--- config.mk ---
export PLATFORM = sky130hd
export DESIGN_NAME = i3c_target_top
export DESIGN_NICKNAME = d
export VERILOG_FILES = /design/src/design/controller_pkg.sv /design/src/design/i3c_pkg.sv /design/src/design/bus_monitor.sv /design/src/design/controller_standby.sv /design/src/design/i3c_target_top.sv /design/src/design/target_i2c_fsm.sv /design/src/design/target_i3c_fsm.sv
export SDC_FILE = /design/constraint.sdc
export NUM_CORES = 1
export LEC_CHECK = 0
export BUFFER_PORTS_ARGS = -buffer_cell sky130_fd_sc_hd__buf_2
export CAP_MARGIN = 10
export CORE_ASPECT_RATIO = 0.8
export CORE_MARGIN = 2
export CORE_UTILIZATION = 63
export CTS_CLUSTER_SIZE = 40
export DETAILED_ROUTE_END_ITERATION = 16
export HOLD_SLACK_MARGIN = 0.03
export PLACE_DENSITY = 0.87
export SYNTH_ARGS = -nofsm -noshare
export SYNTH_HDL_FRONTEND = slang
export SYNTH_SLANG_ARGS = --single-unit
--- constraint.sdc ---
create_clock -name clk_i -period 7.7 [get_ports clk_i]
set_input_delay 0.385 -clock clk_i [delete_from_list [all_inputs] [get_ports clk_i]]
set_output_delay 0.385 -clock clk_i [all_outputs]
set_load 0.005 [all_outputs]
--- src/design/controller_pkg.sv ---
// RX descriptor layout and status codes where overflow has priority over a parity error
package controller_pkg;

  localparam int unsigned RxDescWidth    = 32;
  localparam int unsigned DescCountLsb   = 0;
  localparam int unsigned DescCountWidth = 16;
  localparam int unsigned DescStatusLsb  = 16;
  localparam int unsigned DescModeBit    = 19;
  localparam int unsigned DescAddrLsb    = 20;

  typedef enum logic [2:0] {
    DESC_OK         = 3'd0,
    DESC_OVERFLOW   = 3'd1,
    DESC_PARITY_ERR = 3'd2
  } desc_status_e;

  // Bits 31:27 stay zero
  function automatic logic [RxDescWidth-1:0] pack_desc(
    input logic [DescCountWidth-1:0] count,
    input desc_status_e              status,
    input logic                      mode,
    input logic [6:0]                addr
  );
    logic [RxDescWidth-1:0] desc;
    desc = '0;
    desc[DescCountLsb +: DescCountWidth] = count;
    desc[DescStatusLsb +: 3] = status;
    desc[DescModeBit] = mode;
    desc[DescAddrLsb +: 7] = addr;
    return desc;
  endfunction

endpackage

--- src/design/i3c_pkg.sv ---
// Bus protocol types used by both target engines and no CCC codes since CCCs are not handled
package i3c_pkg;

  // Engine phase within one frame
  // DATA_ACK is used only by I2C and DATA_TBIT only by I3C
  typedef enum logic [2:0] {
    IDLE,
    ADDR,
    ADDR_ACK,
    DATA,
    DATA_ACK,
    DATA_TBIT,
    WAIT_STOP
  } bus_phase_e;

  // Level the target puts on SDA in an acknowledge slot
  typedef enum logic {
    ACK  = 1'b0,
    NACK = 1'b1
  } ack_e;

  // I3C broadcast header, always NACKed here
  localparam logic [6:0] BroadcastAddr = 7'h7E;

endpackage

--- src/design/bus_monitor.sv ---
`timescale 1ns/100ps
// One SCL/SDA pair and strobes lag the pins by 3 + FilterCycles clocks with FilterCycles of 1 or more
module bus_monitor #(
  parameter int unsigned FilterCycles = 2
) (
  input  logic clk_i,
  input  logic reset_i,
  input  logic scl_i,
  input  logic sda_i,
  output logic start_o,
  output logic rstart_o,
  output logic stop_o,
  output logic bit_o,
  output logic bit_val_o,
  output logic scl_fall_o
);

  localparam int unsigned CntWidth = $clog2(FilterCycles + 1);

  // Index 0 is SCL and index 1 is SDA
  logic [1:0] pin_s1;
  logic [1:0] pin_s2;
  logic [1:0] pin_f;
  logic [1:0] pin_q;
  logic [CntWidth-1:0] cnt_q [2];
  logic busy_q;

  logic scl_hi;
  logic sda_fall;
  logic sda_rise;

  assign scl_hi   = pin_f[0] & pin_q[0];
  assign sda_fall = pin_q[1] & ~pin_f[1];
  assign sda_rise = ~pin_q[1] & pin_f[1];

  always_ff @(posedge clk_i) begin
    if (reset_i) begin
      pin_s1 <= '1;
      pin_s2 <= '1;
      pin_f  <= '1;
      pin_q  <= '1;
      for (int i = 0; i < 2; i++) begin
        cnt_q[i] <= '0;
      end
    end else begin
      pin_s1 <= {sda_i, scl_i};
      pin_s2 <= pin_s1;
      pin_q  <= pin_f;
      // New level is taken once it has held for FilterCycles clocks
      for (int i = 0; i < 2; i++) begin
        if (pin_s2[i] == pin_f[i]) begin
          cnt_q[i] <= '0;
        end else if (cnt_q[i] == CntWidth'(FilterCycles - 1)) begin
          pin_f[i] <= pin_s2[i];
          cnt_q[i] <= '0;
        end else begin
          cnt_q[i] <= cnt_q[i] + 1'b1;
        end
      end
    end
  end

  always_ff @(posedge clk_i) begin
    if (reset_i) begin
      busy_q     <= 1'b0;
      start_o    <= 1'b0;
      rstart_o   <= 1'b0;
      stop_o     <= 1'b0;
      bit_o      <= 1'b0;
      bit_val_o  <= 1'b1;
      scl_fall_o <= 1'b0;
    end else begin
      start_o    <= sda_fall & scl_hi & ~busy_q;
      rstart_o   <= sda_fall & scl_hi & busy_q;
      stop_o     <= sda_rise & scl_hi;
      bit_o      <= pin_f[0] & ~pin_q[0];
      bit_val_o  <= pin_f[1];
      scl_fall_o <= ~pin_f[0] & pin_q[0];
      if (sda_rise && scl_hi) begin
        busy_q <= 1'b0;
      end else if (sda_fall && scl_hi) begin
        busy_q <= 1'b1;
      end
    end
  end

endmodule

--- src/design/controller_standby.sv ---
`timescale 1ns/100ps
// Mode is sampled at START so i3c_en_i should only change while the bus is idle
module controller_standby (
  input  logic                                   clk_i,
  input  logic                                   reset_i,
  input  logic                                   i3c_en_i,
  input  logic [6:0]                             sta_addr_i,
  input  logic [6:0]                             dyn_addr_i,
  input  logic                                   dyn_addr_valid_i,
  input  logic                                   start_i,
  input  logic                                   rstart_i,
  input  logic                                   stop_i,
  input  logic                                   bit_i,
  input  logic                                   bit_val_i,
  input  logic                                   scl_fall_i,
  input  logic                                   rx_queue_wready_i,
  input  logic                                   rx_desc_queue_wready_i,
  output logic                                   sda_o,
  output logic                                   rx_queue_wvalid_o,
  output logic [7:0]                             rx_queue_wdata_o,
  output logic                                   rx_desc_queue_wvalid_o,
  output logic [controller_pkg::RxDescWidth-1:0] rx_desc_queue_wdata_o,
  output logic [7:0]                             bus_addr_o,
  output logic                                   bus_addr_valid_o
);

  // 1 selects I3C
  logic mode_q;
  logic sel;
  logic [4:0] strb;
  logic [4:0] i2c_strb;
  logic [4:0] i3c_strb;

  logic                                   i2c_sda;
  logic                                   i3c_sda;
  logic                                   i2c_rx_wvalid;
  logic                                   i3c_rx_wvalid;
  logic [7:0]                             i2c_rx_wdata;
  logic [7:0]                             i3c_rx_wdata;
  logic                                   i2c_desc_wvalid;
  logic                                   i3c_desc_wvalid;
  logic [controller_pkg::RxDescWidth-1:0] i2c_desc_wdata;
  logic [controller_pkg::RxDescWidth-1:0] i3c_desc_wdata;
  logic [7:0]                             i2c_bus_addr;
  logic [7:0]                             i3c_bus_addr;
  logic                                   i2c_bus_addr_valid;
  logic                                   i3c_bus_addr_valid;

  always_ff @(posedge clk_i) begin
    if (reset_i) begin
      mode_q <= 1'b0;
    end else if (start_i) begin
      mode_q <= i3c_en_i;
    end
  end

  // START itself goes to the newly requested engine
  assign sel      = start_i ? i3c_en_i : mode_q;
  assign strb     = {start_i, rstart_i, stop_i, bit_i, scl_fall_i};
  assign i2c_strb = strb & {5{~sel}};
  assign i3c_strb = strb & {5{sel}};

  always_comb begin
    sda_o                  = mode_q ? i3c_sda : i2c_sda;
    rx_queue_wvalid_o      = mode_q ? i3c_rx_wvalid : i2c_rx_wvalid;
    rx_queue_wdata_o       = mode_q ? i3c_rx_wdata : i2c_rx_wdata;
    rx_desc_queue_wvalid_o = mode_q ? i3c_desc_wvalid : i2c_desc_wvalid;
    rx_desc_queue_wdata_o  = mode_q ? i3c_desc_wdata : i2c_desc_wdata;
    bus_addr_o             = mode_q ? i3c_bus_addr : i2c_bus_addr;
    bus_addr_valid_o       = mode_q ? i3c_bus_addr_valid : i2c_bus_addr_valid;
  end

  target_i2c_fsm xtarget_i2c_fsm (
    .clk_i                  (clk_i),
    .reset_i                (reset_i),
    .start_i                (i2c_strb[4]),
    .rstart_i               (i2c_strb[3]),
    .stop_i                 (i2c_strb[2]),
    .bit_i                  (i2c_strb[1]),
    .bit_val_i              (bit_val_i),
    .scl_fall_i             (i2c_strb[0]),
    .rx_queue_wready_i      (rx_queue_wready_i),
    .rx_desc_queue_wready_i (rx_desc_queue_wready_i),
    .sta_addr_i             (sta_addr_i),
    .sda_o                  (i2c_sda),
    .rx_queue_wvalid_o      (i2c_rx_wvalid),
    .rx_queue_wdata_o       (i2c_rx_wdata),
    .rx_desc_queue_wvalid_o (i2c_desc_wvalid),
    .rx_desc_queue_wdata_o  (i2c_desc_wdata),
    .bus_addr_o             (i2c_bus_addr),
    .bus_addr_valid_o       (i2c_bus_addr_valid)
  );

  target_i3c_fsm xtarget_i3c_fsm (
    .clk_i                  (clk_i),
    .reset_i                (reset_i),
    .start_i                (i3c_strb[4]),
    .rstart_i               (i3c_strb[3]),
    .stop_i                 (i3c_strb[2]),
    .bit_i                  (i3c_strb[1]),
    .bit_val_i              (bit_val_i),
    .scl_fall_i             (i3c_strb[0]),
    .rx_queue_wready_i      (rx_queue_wready_i),
    .rx_desc_queue_wready_i (rx_desc_queue_wready_i),
    .dyn_addr_i             (dyn_addr_i),
    .dyn_addr_valid_i       (dyn_addr_valid_i),
    .sda_o                  (i3c_sda),
    .rx_queue_wvalid_o      (i3c_rx_wvalid),
    .rx_queue_wdata_o       (i3c_rx_wdata),
    .rx_desc_queue_wvalid_o (i3c_desc_wvalid),
    .rx_desc_queue_wdata_o  (i3c_desc_wdata),
    .bus_addr_o             (i3c_bus_addr),
    .bus_addr_valid_o       (i3c_bus_addr_valid)
  );

endmodule

--- src/design/i3c_target_top.sv ---
`timescale 1ns/100ps
// Open-drain SDA where sda_o low pulls the line and the board resolves it with the controller driver
module i3c_target_top #(
  parameter int unsigned FilterCycles = 2
) (
  input  logic                                   clk_i,
  input  logic                                   reset_i,
  input  logic                                   scl_i,
  input  logic                                   sda_i,
  output logic                                   sda_o,
  input  logic                                   i3c_en_i,
  input  logic [6:0]                             sta_addr_i,
  input  logic [6:0]                             dyn_addr_i,
  input  logic                                   dyn_addr_valid_i,
  output logic                                   rx_queue_wvalid_o,
  input  logic                                   rx_queue_wready_i,
  output logic [7:0]                             rx_queue_wdata_o,
  output logic                                   rx_desc_queue_wvalid_o,
  input  logic                                   rx_desc_queue_wready_i,
  output logic [controller_pkg::RxDescWidth-1:0] rx_desc_queue_wdata_o,
  output logic                                   bus_start_o,
  output logic                                   bus_rstart_o,
  output logic                                   bus_stop_o,
  output logic [7:0]                             bus_addr_o,
  output logic                                   bus_addr_valid_o
);

  logic bit_strb;
  logic bit_val;
  logic scl_fall;

  bus_monitor #(
    .FilterCycles (FilterCycles)
  ) xbus_monitor (
    .clk_i      (clk_i),
    .reset_i    (reset_i),
    .scl_i      (scl_i),
    .sda_i      (sda_i),
    .start_o    (bus_start_o),
    .rstart_o   (bus_rstart_o),
    .stop_o     (bus_stop_o),
    .bit_o      (bit_strb),
    .bit_val_o  (bit_val),
    .scl_fall_o (scl_fall)
  );

  controller_standby xcontroller_standby (
    .clk_i                  (clk_i),
    .reset_i                (reset_i),
    .i3c_en_i               (i3c_en_i),
    .sta_addr_i             (sta_addr_i),
    .dyn_addr_i             (dyn_addr_i),
    .dyn_addr_valid_i       (dyn_addr_valid_i),
    .start_i                (bus_start_o),
    .rstart_i               (bus_rstart_o),
    .stop_i                 (bus_stop_o),
    .bit_i                  (bit_strb),
    .bit_val_i              (bit_val),
    .scl_fall_i             (scl_fall),
    .rx_queue_wready_i      (rx_queue_wready_i),
    .rx_desc_queue_wready_i (rx_desc_queue_wready_i),
    .sda_o                  (sda_o),
    .rx_queue_wvalid_o      (rx_queue_wvalid_o),
    .rx_queue_wdata_o       (rx_queue_wdata_o),
    .rx_desc_queue_wvalid_o (rx_desc_queue_wvalid_o),
    .rx_desc_queue_wdata_o  (rx_desc_queue_wdata_o),
    .bus_addr_o             (bus_addr_o),
    .bus_addr_valid_o       (bus_addr_valid_o)
  );

endmodule

--- src/design/target_i2c_fsm.sv ---
`timescale 1ns/100ps
// Write-only I2C target where reads get a NACK and a descriptor arriving while one is pending is lost
module target_i2c_fsm (
  input  logic                                   clk_i,
  input  logic                                   reset_i,
  input  logic                                   start_i,
  input  logic                                   rstart_i,
  input  logic                                   stop_i,
  input  logic                                   bit_i,
  input  logic                                   bit_val_i,
  input  logic                                   scl_fall_i,
  input  logic                                   rx_queue_wready_i,
  input  logic                                   rx_desc_queue_wready_i,
  input  logic [6:0]                             sta_addr_i,
  output logic                                   sda_o,
  output logic                                   rx_queue_wvalid_o,
  output logic [7:0]                             rx_queue_wdata_o,
  output logic                                   rx_desc_queue_wvalid_o,
  output logic [controller_pkg::RxDescWidth-1:0] rx_desc_queue_wdata_o,
  output logic [7:0]                             bus_addr_o,
  output logic                                   bus_addr_valid_o
);
  import i3c_pkg::*;
  import controller_pkg::*;

  bus_phase_e   state_q;
  ack_e         ack_q;
  desc_status_e status_q;
  logic [7:0]   shift_q;
  logic [2:0]   bit_cnt_q;
  logic [15:0]  byte_cnt_q;
  logic         accepted_q;

  logic [7:0] byte_w;
  logic       rx_busy;
  logic       addr_done;
  logic       byte_done;
  logic       desc_push;

  assign byte_w    = {shift_q[6:0], bit_val_i};
  assign rx_busy   = rx_queue_wvalid_o & ~rx_queue_wready_i;
  assign addr_done = bit_i && state_q == ADDR && bit_cnt_q == 3'd7;
  assign byte_done = bit_i && state_q == DATA && bit_cnt_q == 3'd7;
  assign desc_push = (rstart_i || stop_i) && accepted_q &&
                     !(rx_desc_queue_wvalid_o && !rx_desc_queue_wready_i);

  always_ff @(posedge clk_i) begin
    if (reset_i) begin
      state_q                <= IDLE;
      ack_q                  <= NACK;
      status_q               <= DESC_OK;
      bit_cnt_q              <= '0;
      byte_cnt_q             <= '0;
      accepted_q             <= 1'b0;
      sda_o                  <= 1'b1;
      rx_queue_wvalid_o      <= 1'b0;
      rx_desc_queue_wvalid_o <= 1'b0;
      bus_addr_valid_o       <= 1'b0;
    end else begin
      bus_addr_valid_o <= addr_done;
      if (rx_queue_wready_i) begin
        rx_queue_wvalid_o <= 1'b0;
      end
      if (rx_desc_queue_wready_i) begin
        rx_desc_queue_wvalid_o <= 1'b0;
      end
      // Drive the ACK slot on its falling edge and release on the next one
      if (scl_fall_i) begin
        sda_o <= (state_q == ADDR_ACK || state_q == DATA_ACK) ? ack_q : 1'b1;
      end

      if (start_i || rstart_i || stop_i) begin
        if (desc_push) begin
          rx_desc_queue_wvalid_o <= 1'b1;
        end
        accepted_q <= 1'b0;
        sda_o      <= 1'b1;
        bit_cnt_q  <= '0;
        byte_cnt_q <= '0;
        status_q   <= DESC_OK;
        state_q    <= stop_i ? IDLE : ADDR;
      end else if (bit_i) begin
        unique case (state_q)
          ADDR: begin
            bit_cnt_q <= bit_cnt_q + 3'd1;
            if (addr_done) begin
              // Write to the static address only
              if (shift_q[6:0] == sta_addr_i && !bit_val_i) begin
                ack_q      <= ACK;
                accepted_q <= 1'b1;
              end else begin
                ack_q <= NACK;
              end
              state_q <= ADDR_ACK;
            end
          end
          ADDR_ACK: state_q <= accepted_q ? DATA : WAIT_STOP;
          DATA: begin
            bit_cnt_q <= bit_cnt_q + 3'd1;
            if (byte_done) begin
              byte_cnt_q <= byte_cnt_q + 16'd1;
              if (rx_busy) begin
                status_q <= DESC_OVERFLOW;
              end else begin
                rx_queue_wvalid_o <= 1'b1;
              end
              ack_q   <= ACK;
              state_q <= DATA_ACK;
            end
          end
          DATA_ACK: state_q <= DATA;
          default: ;
        endcase
      end
    end
  end

  always_ff @(posedge clk_i) begin
    if (bit_i) begin
      shift_q <= byte_w;
    end
    if (addr_done) begin
      bus_addr_o <= byte_w;
    end
    if (byte_done && !rx_busy) begin
      rx_queue_wdata_o <= byte_w;
    end
    if (desc_push) begin
      rx_desc_queue_wdata_o <= pack_desc(byte_cnt_q, status_q, 1'b0, bus_addr_o[7:1]);
    end
  end

endmodule

--- src/design/target_i3c_fsm.sv ---
`timescale 1ns/100ps
// I3C SDR private writes only and the header is NACKed unless the dynamic address is valid
module target_i3c_fsm (
  input  logic                                   clk_i,
  input  logic                                   reset_i,
  input  logic                                   start_i,
  input  logic                                   rstart_i,
  input  logic                                   stop_i,
  input  logic                                   bit_i,
  input  logic                                   bit_val_i,
  input  logic                                   scl_fall_i,
  input  logic                                   rx_queue_wready_i,
  input  logic                                   rx_desc_queue_wready_i,
  input  logic [6:0]                             dyn_addr_i,
  input  logic                                   dyn_addr_valid_i,
  output logic                                   sda_o,
  output logic                                   rx_queue_wvalid_o,
  output logic [7:0]                             rx_queue_wdata_o,
  output logic                                   rx_desc_queue_wvalid_o,
  output logic [controller_pkg::RxDescWidth-1:0] rx_desc_queue_wdata_o,
  output logic [7:0]                             bus_addr_o,
  output logic                                   bus_addr_valid_o
);
  import i3c_pkg::*;
  import controller_pkg::*;

  bus_phase_e   state_q;
  ack_e         ack_q;
  desc_status_e status_q;
  logic [7:0]   shift_q;
  logic [2:0]   bit_cnt_q;
  logic [15:0]  byte_cnt_q;
  logic         accepted_q;

  logic [7:0] byte_w;
  logic       rx_busy;
  logic       addr_done;
  logic       tbit_done;
  logic       parity_ok;
  logic       desc_push;
  logic       hdr_match;

  assign byte_w    = {shift_q[6:0], bit_val_i};
  assign rx_busy   = rx_queue_wvalid_o & ~rx_queue_wready_i;
  assign addr_done = bit_i && state_q == ADDR && bit_cnt_q == 3'd7;
  assign tbit_done = bit_i && state_q == DATA_TBIT;
  // Odd parity over data byte and T-bit
  assign parity_ok = ^{shift_q, bit_val_i};
  assign hdr_match = dyn_addr_valid_i && shift_q[6:0] == dyn_addr_i &&
                     shift_q[6:0] != BroadcastAddr && !bit_val_i;
  assign desc_push = (rstart_i || stop_i) && accepted_q &&
                     !(rx_desc_queue_wvalid_o && !rx_desc_queue_wready_i);

  always_ff @(posedge clk_i) begin
    if (reset_i) begin
      state_q                <= IDLE;
      ack_q                  <= NACK;
      status_q               <= DESC_OK;
      bit_cnt_q              <= '0;
      byte_cnt_q             <= '0;
      accepted_q             <= 1'b0;
      sda_o                  <= 1'b1;
      rx_queue_wvalid_o      <= 1'b0;
      rx_desc_queue_wvalid_o <= 1'b0;
      bus_addr_valid_o       <= 1'b0;
    end else begin
      bus_addr_valid_o <= addr_done;
      if (rx_queue_wready_i) begin
        rx_queue_wvalid_o <= 1'b0;
      end
      if (rx_desc_queue_wready_i) begin
        rx_desc_queue_wvalid_o <= 1'b0;
      end
      // T-bit belongs to the controller so SDA is only driven in the header ACK
      if (scl_fall_i) begin
        sda_o <= (state_q == ADDR_ACK) ? ack_q : 1'b1;
      end

      if (start_i || rstart_i || stop_i) begin
        if (desc_push) begin
          rx_desc_queue_wvalid_o <= 1'b1;
        end
        accepted_q <= 1'b0;
        sda_o      <= 1'b1;
        bit_cnt_q  <= '0;
        byte_cnt_q <= '0;
        status_q   <= DESC_OK;
        state_q    <= stop_i ? IDLE : ADDR;
      end else if (bit_i) begin
        unique case (state_q)
          ADDR: begin
            bit_cnt_q <= bit_cnt_q + 3'd1;
            if (addr_done) begin
              ack_q      <= hdr_match ? ACK : NACK;
              accepted_q <= hdr_match;
              state_q    <= ADDR_ACK;
            end
          end
          ADDR_ACK: state_q <= accepted_q ? DATA : WAIT_STOP;
          DATA: begin
            bit_cnt_q <= bit_cnt_q + 3'd1;
            if (bit_cnt_q == 3'd7) begin
              state_q <= DATA_TBIT;
            end
          end
          DATA_TBIT: begin
            if (!parity_ok) begin
              if (status_q != DESC_OVERFLOW) begin
                status_q <= DESC_PARITY_ERR;
              end
            end else begin
              byte_cnt_q <= byte_cnt_q + 16'd1;
              if (rx_busy) begin
                status_q <= DESC_OVERFLOW;
              end else begin
                rx_queue_wvalid_o <= 1'b1;
              end
            end
            state_q <= DATA;
          end
          default: ;
        endcase
      end
    end
  end

  always_ff @(posedge clk_i) begin
    if (bit_i) begin
      shift_q <= byte_w;
    end
    if (addr_done) begin
      bus_addr_o <= byte_w;
    end
    // Shift register still holds the byte while the T-bit is sampled
    if (tbit_done && parity_ok && !rx_busy) begin
      rx_queue_wdata_o <= shift_q;
    end
    if (desc_push) begin
      rx_desc_queue_wdata_o <= pack_desc(byte_cnt_q, status_q, 1'b1, bus_addr_o[7:1]);
    end
  end

endmodule

==> results.cfg <==
[status]
status = finished, final reports clean

[routing]
routedWlPerCell_um = 18.78
drt-vias-per-instance = 6.032
antenna_violating_nets_post_route = 0
drc = 0
routed_wl_um = 15230
dr_total_vias = 4892
drt_iter0_drc = 468
drt-pass1-iter-count = 5

[floorplanning]
rows = 34
dieArea_um2 = 12340
floorplan.die.width_um = 123.7
ioPinCount = 77
initial_utilization = 0.6553
fp.coreArea_um2 = 11020
chipHeight_um = 99.76

[grt]
number_of_global_route_vias_before_repair = 4885
grt_usage = 0.2652
grt_start_max_net_pins = 51
antenna_found_initial = 0
grt_remaining_overflow = 0
global_route_wire_length_before_repair_um = 24440

[logic_synthesis]
synth_largest_type_area_fraction = 0.4159
synth_top_cell_by_area = edfxtp_1
synthMostInstantiatedCell = edfxtp_1
syn-mean-instance-area_um2 = 12.41
synth-seq-area-share = 0.6210
synth_area_um2 = 7221
yosys_warnings = 0
ys.flop_type = edfxtp_1
synthesis.instances = 582
post_synth_num_cell_types = 51
synth_edf_count = 100
async_flop_share = 0
yosys_register_bits = 174
synth.area.top_cells = edfxtp_1, dfxtp_1, mux2_2
post_synth_most_frequent_cells = edfxtp_1, dfxtp_1, nor2_1

[clock_network]
clk-insertion-delay-late_ns = 0.44
number_of_setup_buffers_added_after_cts = 0
ctsHoldBuffers = 0
cts_tree = done
cts.sink_count = 174
path_clk_slew_ns = 0.07
cts_buffers = 17
cts_max_level = 4
clock_tree.root_cell = clkbuf_16
max-clock-path-buffers = 2
cts_resized = 0

[critical_path]
cp_cell_sequence = mux2i_2 > nor2_1 > nand3_1 > inv_1 > nand2_1 > nor2_1 > o21ai_0
cpPeakStageDelay_ns = 1.11
timing.critical_path.slowest_stage_cell = dfxtp_2
type_of_element_launching_the_critical_path = register
setup.worst_path.end_class = register
critical_path.max_fanout = 50
critical_path_arrival_ns = 3.29
critPathKind = register to register
cp_num_buf_inv = 1
critPathMostFrequentCell = nor2_1
reg2reg_depth = 7
critPathTopFamily = flip-flops
crit_required_ns = 8.00
worst-path-stages = 7

[hold_path]
hold_depth = 2
holdCritPathClass = input port to register

[cells_and_area]
fill_count = 696
final_cells = 811
post-route-util = 0.7502
sequential_cell_area_um2 = 4486
finish.instance_area_um2 = 8265
layout-drive-gt1-share = 0.2624
multi_input_comb_area_um2 = 2580
flow.area_growth_from_synthesis_pct = 14.47
antenna_cells_inserted = 0
final_nets = 684

[power_and_ir_drop]
totalPowerFinal_mw = 1.851
worst_ir_drop_vdd_mv = 0.2017
power_leakage_nw = 3.058
cellPowerDensity_nw_per_um2 = 224.0

[timing]
fmaxAchievable_mhz = 334.4
slew_at_the_pin_closest_to_its_max_slew_limit_ns = 1.184
finalSetupViolCount = 0
timing.max_slew.rel_slack = 0.2106
slew_viol_final = 0
finClkSkew_ns = 0.01884
part_of_the_cycle_the_worst_path_needs = 0.3884
worst_slack_ns = 4.709
finalHoldViolCount = 0
final.setup.tns_ns = 0
holdWs_ns = 0.1351
grt_setup_unrepaired = false
timing.final.crit_period_ns = 2.991

[placement]
placed_cells = 779
post_dp_cell_area_um2 = 7675
port_buffers = 70
routabilityCongestion = 0.8977
placement.setup.worst_slack_ns = 4.766
dp.final_hpwl_um = 9916

[job]
maxCapViolCount = 0
## layout by cell type (no fill, tap or decap), types with 5 or more instances in the layout
cell type  instances
a21oi_1           30
buf_2             70
clkbuf_16         18
conb_1            10
dfxtp_1           73
edfxtp_1         100
ha_1               8
inv_1             17
inv_8              6
mux2_2            45
mux2i_1            9
nand2_1           30
nand2b_1           8
nand3_1           16
nand4_1            7
nor2_1            48
nor3_1            10
nor3_2             6
nor4_1             5
o21ai_0           19
o31ai_1            9
or2_2              9
or3_1             11
or4_1              8
xnor2_1           19
xor2_1            19
## final timing paths
kind,start,to,slack (ns)
min,scl_i,xbus_monitor.pin_s1[0],0.14
min reg2reg,xbus_monitor.pin_s1[0],xbus_monitor.pin_s2[0],0.42
max,xcontroller_standby.mode_q,xcontroller_standby.xtarget_i3c_fsm.ack_q,4.71
max reg2reg,xcontroller_standby.mode_q,xcontroller_standby.xtarget_i3c_fsm.ack_q,4.71
## kinds of logic after synthesis
family / share of synthesized area
compound gates: 0.06152
xor+xnor: 0.05060
fa+ha+maj: 0.01386
buf+inv: 0.02790
flops: 0.6210
mux: 0.08664
other cells: 0.001040
simple gates: 0.1374
## registers in the layout, summed over array words and instances (netlist names), 2 cells and up
name	cells
xcontroller_standby.xtarget_i3c_fsm.rx_desc_queue_wdata_o	25
xcontroller_standby.xtarget_i2c_fsm.rx_desc_queue_wdata_o	24
xcontroller_standby.xtarget_i2c_fsm.byte_cnt_q	16
xcontroller_standby.xtarget_i3c_fsm.byte_cnt_q	16
xcontroller_standby.xtarget_i2c_fsm.bus_addr_o	8
xcontroller_standby.xtarget_i2c_fsm.rx_queue_wdata_o	8
xcontroller_standby.xtarget_i3c_fsm.bus_addr_o	8
xcontroller_standby.xtarget_i3c_fsm.rx_queue_wdata_o	8
xcontroller_standby.xtarget_i3c_fsm.shift_q	8
xcontroller_standby.xtarget_i2c_fsm.shift_q	7
xbus_monitor.cnt_q	4
xcontroller_standby.xtarget_i2c_fsm.bit_cnt_q	3
xcontroller_standby.xtarget_i2c_fsm.state_q	3
xcontroller_standby.xtarget_i3c_fsm.bit_cnt_q	3
xcontroller_standby.xtarget_i3c_fsm.state_q	3
xbus_monitor.pin_f	2
xbus_monitor.pin_s1	2
xbus_monitor.pin_s2	2
xcontroller_standby.xtarget_i3c_fsm.status_q	2
## routing by layer
metal	part of all wire	GRT usage	wire length, um
met1	0.42	0.3588	6413
met2	0.47	0.4180	7222
met3	0.086	0.07053	1316
met4	0.018	0.09091	275
met5	0	0	0
## cell type report
type                    count  share of cell area
well taps                 144             0.02180
repair buffers             72             0.04420
inverters                  17            0.007720
multi-input cells         372              0.3121
flip-flops and latches    174              0.5427
clock buffers              19             0.05495
clock inverters            13             0.01650
## power by group
part           internal (mW)  switching, mW
clock                  0.453          0.394
combinational         0.0105         0.0167
sequential             0.975        0.00279
No activity file was read; power rests on OpenSTA's default activity.
